--- src/verilog/div_types_pkg.sv ---
package div_types_pkg;

    // Number of lanes that are divided side by side
    localparam int lanes = 4;

    // Width of one numerator, denominator, quotient or remainder
    localparam int data_width = 32;

    // The step counter runs from data_width-1 down to zero
    localparam int cntr_width = 5;

    // Request tag, echoed back unchanged in the response
    localparam int tag_width = 4;

    // One lane word
    typedef logic [data_width-1:0] data_t;

    // All lanes of one operand or result, lane 0 in the low bits
    typedef data_t [lanes-1:0] lane_vec_t;

    // Operation codes as they appear on the bus
    // Signed forms truncate toward zero and the remainder takes the numerator's sign
    typedef enum logic [1:0] {
        op_div  = 2'd0,
        op_divu = 2'd1,
        op_rem  = 2'd2,
        op_remu = 2'd3
    } div_op_e;

    typedef logic [tag_width-1:0] tag_t;

endpackage

--- src/verilog/wb_types_pkg.sv ---
package wb_types_pkg;

    import div_types_pkg::*;

    // Request word carried on the slave's write data
    // Field order from the top: operation, tag, numerators, denominators
    typedef struct packed {
        div_op_e   op;
        tag_t      tag;
        lane_vec_t numer;
        lane_vec_t denom;
    } wb_req_t;

    // Response word carried on the slave's read data
    // It is valid in the cycle where ack is high
    typedef struct packed {
        tag_t      tag;
        lane_vec_t result;
    } wb_rsp_t;

endpackage

--- src/verilog/div_decode.sv ---
module div_decode
    import div_types_pkg::*;
    import wb_types_pkg::*;
(
    input  logic      clk,
    input  logic      reset,
    input  logic      cyc,
    input  logic      stb,
    input  logic      we,
    input  wb_req_t   req,
    input  logic      ack,
    output logic      strobe,
    output logic      is_signed,
    output logic      want_rem,
    output tag_t      tag_q,
    output lane_vec_t numer,
    output lane_vec_t denom
);

    logic in_flight;
    logic accept;

    // A write cycle is taken only when no other request is being worked on
    assign accept = cyc && stb && we && !in_flight;

    always_ff @(posedge clk) begin
        if (reset) begin
            in_flight <= 1'b0;
            strobe    <= 1'b0;
        end else begin
            strobe <= accept;
            if (accept) begin
                in_flight <= 1'b1;
            end else if (ack) begin
                // The acknowledge ends the bus cycle and frees the unit
                in_flight <= 1'b0;
            end
        end
    end

    // Operands, tag and decoded flags stay put until the next acceptance
    always_ff @(posedge clk) begin
        if (accept) begin
            numer     <= req.numer;
            denom     <= req.denom;
            tag_q     <= req.tag;
            is_signed <= (req.op == op_div) || (req.op == op_rem);
            want_rem  <= (req.op == op_rem) || (req.op == op_remu);
        end
    end

endmodule

--- src/verilog/serial_div.sv ---
module serial_div
    import div_types_pkg::*;
(
    input  logic      clk,
    input  logic      reset,
    input  logic      strobe,
    input  logic      is_signed,
    input  lane_vec_t numer,
    input  lane_vec_t denom,
    output logic      busy,
    output lane_vec_t quotient,
    output lane_vec_t remainder
);

    // Working register per lane holds the partial remainder above the
    // numerator bits, which are shifted out as quotient bits shift in
    logic [lanes-1:0][2*data_width:0] work_q;
    logic [lanes-1:0][data_width-1:0] divisor_q;

    // Magnitudes of the operands as seen at strobe
    lane_vec_t numer_abs;
    lane_vec_t denom_abs;

    // Trial subtraction, bit data_width set means the divisor did not fit
    logic [lanes-1:0][data_width:0] trial;

    // Sign fix-up flags, one per lane
    logic [lanes-1:0] neg_quot;
    logic [lanes-1:0] neg_rem;

    logic [cntr_width-1:0] cntr_q;
    logic busy_q;

    for (genvar i = 0; i < lanes; i++) begin : g_abs
        logic numer_neg;
        logic denom_neg;

        assign numer_neg    = is_signed && numer[i][data_width-1];
        assign denom_neg    = is_signed && denom[i][data_width-1];
        assign numer_abs[i] = numer_neg ? -numer[i] : numer[i];
        assign denom_abs[i] = denom_neg ? -denom[i] : denom[i];
        assign trial[i]     = work_q[i][2*data_width:data_width] - {1'b0, divisor_q[i]};
    end

    // Shared step counter, all lanes advance together
    always_ff @(posedge clk) begin
        if (reset) begin
            busy_q <= 1'b0;
            cntr_q <= '0;
        end else if (strobe) begin
            busy_q <= 1'b1;
            cntr_q <= cntr_width'(data_width - 1);
        end else if (busy_q) begin
            cntr_q <= cntr_q - 1'b1;
            if (cntr_q == '0) begin
                busy_q <= 1'b0;
            end
        end
    end

    for (genvar i = 0; i < lanes; i++) begin : g_lane
        data_t quot_raw;
        data_t rem_raw;

        always_ff @(posedge clk) begin
            if (strobe) begin
                work_q[i]    <= {{data_width{1'b0}}, numer_abs[i], 1'b0};
                divisor_q[i] <= denom_abs[i];
                // A zero divisor keeps the all-ones quotient unsigned
                neg_quot[i]  <= is_signed && (denom[i] != '0)
                                && (numer[i][data_width-1] ^ denom[i][data_width-1]);
                neg_rem[i]   <= is_signed && numer[i][data_width-1];
            end else if (busy_q) begin
                if (trial[i][data_width]) begin
                    work_q[i] <= {work_q[i][2*data_width-1:0], 1'b0};
                end else begin
                    work_q[i] <= {trial[i][data_width-1:0],
                                  work_q[i][data_width-1:0], 1'b1};
                end
            end
        end

        assign quot_raw     = work_q[i][data_width-1:0];
        assign rem_raw      = work_q[i][2*data_width:data_width+1];
        assign quotient[i]  = neg_quot[i] ? -quot_raw : quot_raw;
        assign remainder[i] = neg_rem[i] ? -rem_raw : rem_raw;
    end

    assign busy = busy_q;

endmodule

--- src/verilog/div_result.sv ---
module div_result
    import div_types_pkg::*;
    import wb_types_pkg::*;
(
    input  logic      clk,
    input  logic      reset,
    input  logic      busy,
    input  logic      want_rem,
    input  tag_t      tag_q,
    input  lane_vec_t quotient,
    input  lane_vec_t remainder,
    output logic      ack,
    output wb_rsp_t   rsp
);

    logic busy_d;
    logic done;
    lane_vec_t sel_result;

    // The divider has finished when busy drops
    assign done = busy_d && !busy;

    // Pick the requested half of the divider output for every lane
    always_comb begin
        for (int i = 0; i < lanes; i++) begin
            sel_result[i] = want_rem ? remainder[i] : quotient[i];
        end
    end

    always_ff @(posedge clk) begin
        if (reset) begin
            busy_d <= 1'b0;
            ack    <= 1'b0;
        end else begin
            busy_d <= busy;
            ack    <= done;
        end
    end

    // Response holds until the next completion so the master can sample it with ack
    always_ff @(posedge clk) begin
        if (done) begin
            rsp.tag    <= tag_q;
            rsp.result <= sel_result;
        end
    end

endmodule

--- src/verilog/div_unit_top.sv ---
module div_unit_top
    import div_types_pkg::*;
    import wb_types_pkg::*;
(
    input  logic    clk,
    input  logic    reset,
    input  logic    cyc,
    input  logic    stb,
    input  logic    we,
    input  wb_req_t req,
    output logic    ack,
    output wb_rsp_t rsp
);

    // Decode to divider and result stage
    logic      strobe;
    logic      is_signed;
    logic      want_rem;
    tag_t      tag_q;
    lane_vec_t numer;
    lane_vec_t denom;

    // Divider to result stage
    logic      busy;
    lane_vec_t quotient;
    lane_vec_t remainder;

    div_decode i_decode (
        .clk       (clk),
        .reset     (reset),
        .cyc       (cyc),
        .stb       (stb),
        .we        (we),
        .req       (req),
        .ack       (ack),
        .strobe    (strobe),
        .is_signed (is_signed),
        .want_rem  (want_rem),
        .tag_q     (tag_q),
        .numer     (numer),
        .denom     (denom)
    );

    serial_div i_div (
        .clk       (clk),
        .reset     (reset),
        .strobe    (strobe),
        .is_signed (is_signed),
        .numer     (numer),
        .denom     (denom),
        .busy      (busy),
        .quotient  (quotient),
        .remainder (remainder)
    );

    div_result i_result (
        .clk       (clk),
        .reset     (reset),
        .busy      (busy),
        .want_rem  (want_rem),
        .tag_q     (tag_q),
        .quotient  (quotient),
        .remainder (remainder),
        .ack       (ack),
        .rsp       (rsp)
    );

endmodule

--- config.mk ---
export PLATFORM = sky130hd
export DESIGN_NAME = div_unit_top
export DESIGN_NICKNAME = d
export VERILOG_FILES = /design/src/verilog/div_types_pkg.sv /design/src/verilog/wb_types_pkg.sv /design/src/verilog/div_decode.sv /design/src/verilog/serial_div.sv /design/src/verilog/div_result.sv /design/src/verilog/div_unit_top.sv
export SDC_FILE = /design/constraint.sdc
export NUM_CORES = 2
export LEC_CHECK = 0
export BUFFER_PORTS_ARGS = -buffer_cell sky130_fd_sc_hd__buf_4
export CAP_MARGIN = 15
export CORE_MARGIN = 8
export CORE_UTILIZATION = 40
export DETAILED_ROUTE_END_ITERATION = 6
export SETUP_SLACK_MARGIN = 0.3
export SLEW_MARGIN = 0
export SYNTH_ARGS = -nofsm -noshare
export SYNTH_HDL_FRONTEND = slang
export SYNTH_SLANG_ARGS = --single-unit
--- constraint.sdc ---
create_clock -name clk -period 7.15 [get_ports clk]
set_input_delay 1.43 -clock clk [delete_from_list [all_inputs] [get_ports clk]]
set_output_delay 1.43 -clock clk [all_outputs]
set_load 0.02 [all_outputs]
==> flow_summary_export.csv <==
group,metric,value,unit
status,outcome,"finished, final reports clean",
global_routing,grt_max_degree,214,
logic_synthesis,synth_flop_cell,"edfxtp_1",
clock_tree,htreeDepth,3,
min_path,min_path_type,"reg -> reg",
clock_tree,cts_made_buffers,93,
worst_setup_path,startpoint,"i_div.g_lane[0].rem_raw[0]$_SDFFE_PP0P_",
timing,finalHoldViolations,0,
logic_synthesis,ys_ff_latch,800,
floorplanning,die_w,353.4,µm
global_routing,grt_pass1_vias,33970,
drt,route.vias.total,35080,
worst_setup_path,cp-end-kind,"flop",
timing,skew,0.03183,ns
power,ir_worst_vdd,233.9,µV
floorplanning,ios,400,
drt,viasPerCell,5.426,
drt,drt_iter0_drc,2527,
timing,report.final.slew_viol_count,0,
worst_setup_path,cp.required,7.74,ns
timing,post-route-min-period,4.448,ns
worst_setup_path,cp-start-kind,"flop",
timing,worst_slew_pin_slew,1.121,ns
clock_tree,cts-root-buf,"clkbuf_16",
finish,instances_no_fill,6465,
clock_tree,cts_resized,0,
finish,drive_above_1_share,12.41,%
global_routing,grt_overflow,0,
finish,area_growth,16.60,%
worst_setup_path,crit_type,"reg -> reg",
logic_synthesis,synthCells,4541,
worst_setup_path,arrival,5.04,ns
logic_synthesis,avgSynthCellArea,10.03,µm²
place,place.gp.congestion,0.8872,
clock_tree,cts_tree,"yes",
logic_synthesis,syn_area,45540,µm²
global_routing,grt_pass1_wl,195400,µm
floorplanning,dieArea,124900,µm²
logic_synthesis,synthDistinctLibCells,85,
clock_tree,cts_sinks,800,
logic_synthesis,yosys_warnings,0,
finish,n_fill_cell,10610,
job,maxCapViolations,0,
drt,antenna_left,0,
drt,drtPass1Iterations,6,
global_routing,antenna_found_initial,14,
clock_tree,cts_hold_buf,0,
place,dpl.hpwl,91590,µm
logic_synthesis,yosysSeqAreaShare,49.63,%
floorplanning,initial_core_util,40.43,%
finish,layout.area.seq,22610,µm²
timing,fmax,224.8,MHz
clock_tree,cts_setup_buffers,0,
worst_setup_path,critical_path.max_fanout,20,
drt,finalWirelength,126500,µm
logic_synthesis,async_flop_share,0,%
floorplanning,std_cell_rows,123,
clock_tree,clock_latency,0.69,ns
power,power_density,285.0,nW/µm²
place,placed_cells,6286,
finish,multiInputGateArea,21440,µm²
min_path,min_from,"i_decode.tag_q[2]$_DFFE_PP_",
floorplanning,core_area,112700,µm²
place,port_buffers,399,
logic_synthesis,synth_nets,4958,
logic_synthesis,synth_edf_count,658,
drt,post_drt_wl_per_cell,19.57,µm
floorplanning,die_y,353.4,µm
power,p_leak,19.99,nW
timing,maxSlewHeadroom,25.26,%
timing,min_period_over_period,62.22,%
timing,finalSetupViolCount,0,
timing,rsz0062_at_grt,"false",
clock_tree,clk_pin_slew_worst_paths,0.06,ns
finish,final_nets,5298,
global_routing,grt.total_usage,19.43,%
clock_tree,cts_buffer_depth,3,
worst_setup_path,timing.rr.start,"i_div.g_lane[0].rem_raw[0]$_SDFFE_PP0P_",
timing,finalSetupTns,0,ns
drt,drc_errors,0,
cell families after synthesis:
kind of cell             synth area share (%)
buffers and inverters                   3.426
AO/OA/AOI/OAI                           16.39
flip-flops                              49.63
AND/OR/NAND/NOR                         13.14
adder cells (fa/ha/maj)                 4.187
XOR/XNOR                                11.23
multiplexers                            2.006
state kept, by name, indices dropped and copies added, names as in the netlist, 4 cells and up:
| register | cells |
|---|---|
| i_result.rsp | 132 |
| i_decode.denom | 128 |
| i_decode.numer | 128 |
| i_div.divisor_q | 128 |
| i_div.g_lane.quot_raw | 128 |
| i_div.g_lane.rem_raw | 128 |
| i_div.cntr_q | 5 |
| i_decode.tag_q | 4 |
| i_div.neg_quot | 4 |
| i_div.neg_rem | 4 |
| i_div.work_q | 4 |
worst max-delay path, stage by stage (launching register included):
cell       delay, ns
dfxtp_1         0.42
inv_1           0.13
fa_1            0.44
nand2b_1        0.19
a21oi_1         0.24
o21ai_0         0.27
o2111ai_1       0.35
a31oi_1         0.27
a211o_1         0.42
xnor2_4         0.57
buf_4           0.43
mux2_2          0.37
a211oi_1        0.22
cell type report:
type / count / share of cell area [%]
well taps: 1500 / 3.534
inverters: 223 / 1.593
clock inverters: 45 / 0.9519
flip-flops and latches: 800 / 42.58
repair buffers: 429 / 6.112
diodes: 8 / 0.03770
multi-input cells: 3334 / 40.37
clock buffers: 126 / 4.823
synthesized netlist by cell type (11+ instances only):
cell type | n | area, µm²
nand2_1 | 506 | 1899
a211oi_1 | 74 | 555.5
o21ai_0 | 414 | 2072
nand2b_1 | 31 | 193.9
dfxtp_1 | 142 | 2843
or4_1 | 48 | 360.4
mux2i_1 | 89 | 890.9
and2_1 | 19 | 118.9
xor2_1 | 277 | 2426
a21oi_1 | 311 | 1556
inv_1 | 221 | 829.6
buf_1 | 20 | 75.07
o41ai_1 | 49 | 429.2
edfxtp_1 | 658 | 19760
nor2b_1 | 37 | 231.5
nand3_1 | 58 | 290.3
ha_1 | 146 | 1827
or3_1 | 47 | 294.0
or2_2 | 11 | 68.82
a21o_1 | 68 | 510.5
a31oi_1 | 25 | 156.4
o31ai_1 | 112 | 840.8
nor2_1 | 354 | 1329
xnor2_1 | 303 | 2654
nand4_1 | 14 | 87.58
a311oi_1 | 23 | 201.4
and3_1 | 19 | 118.9
o21a_1 | 28 | 210.2
clkbuf_1 | 153 | 574.3
nor3_1 | 71 | 355.3
nor4_1 | 41 | 256.5
cells in the final DEF (no fill, tap or decap), types with 22 or more instances in the layout:
master and instances:
nor2_1 351, nand2b_1 31, or4_1 48, a31oi_1 25
nor4_1 41, nor2b_1 36, inv_1 219, nand3_1 58
o31ai_1 112, a21o_1 68, nand2_1 505, o21ai_0 414
ha_1 146, mux2i_1 89, o21a_1 28, or3_1 47
dfxtp_1 140, nor3_1 71, a311oi_1 23, clkbuf_16 93
o41ai_1 49, a211oi_1 74, edfxtp_1 658, buf_4 427
a21oi_1 311, xnor2_1 303, clkbuf_1 22, xor2_1 277
where the power goes:
part	internal (mW)	switching (mW)
Sequential	5.45	0.625
Combinational	1.88	2.36
Clock	2.81	2.00
final timing paths:
path	to	slack, ns	cells after the start
worst max-delay path	i_div.g_lane[0].rem_raw[0]$_SDFFE_PP0P_	2.70	12
worst min-delay path	i_result.rsp[130]$_DFFE_PP_	0.42	0
worst max register to register	i_div.g_lane[0].rem_raw[0]$_SDFFE_PP0P_	2.70	12
worst min register to register	i_result.rsp[130]$_DFFE_PP_	0.42	0
per-layer routing:
metal,up-vias,global-route usage [%],share of wire (%)
met3,208,5.171,6.7
met1,16800,26.31,46
met2,875,30.40,45
li1,17190,-,-
met4,10,5.950,3.0
met5,-,0,0.057
metrics by stage:
stage                     cell area, µm²  util, %  total power [mW]  setup slack [ns]  hold WS, ns
after global routing               53080    47.12             15.99             2.385       0.4381
after detailed placement           50020    44.40             10.39             2.750       0.4070
after global placement             50020    44.40             10.34             2.825       0.4021
after CTS                          53080    47.12             15.26             2.735       0.4206
final                              53100    47.14             15.13             2.702       0.4200
after floorplan                    45550        -             9.260             1.221       0.4003
(Power assumes the default switching activity.)
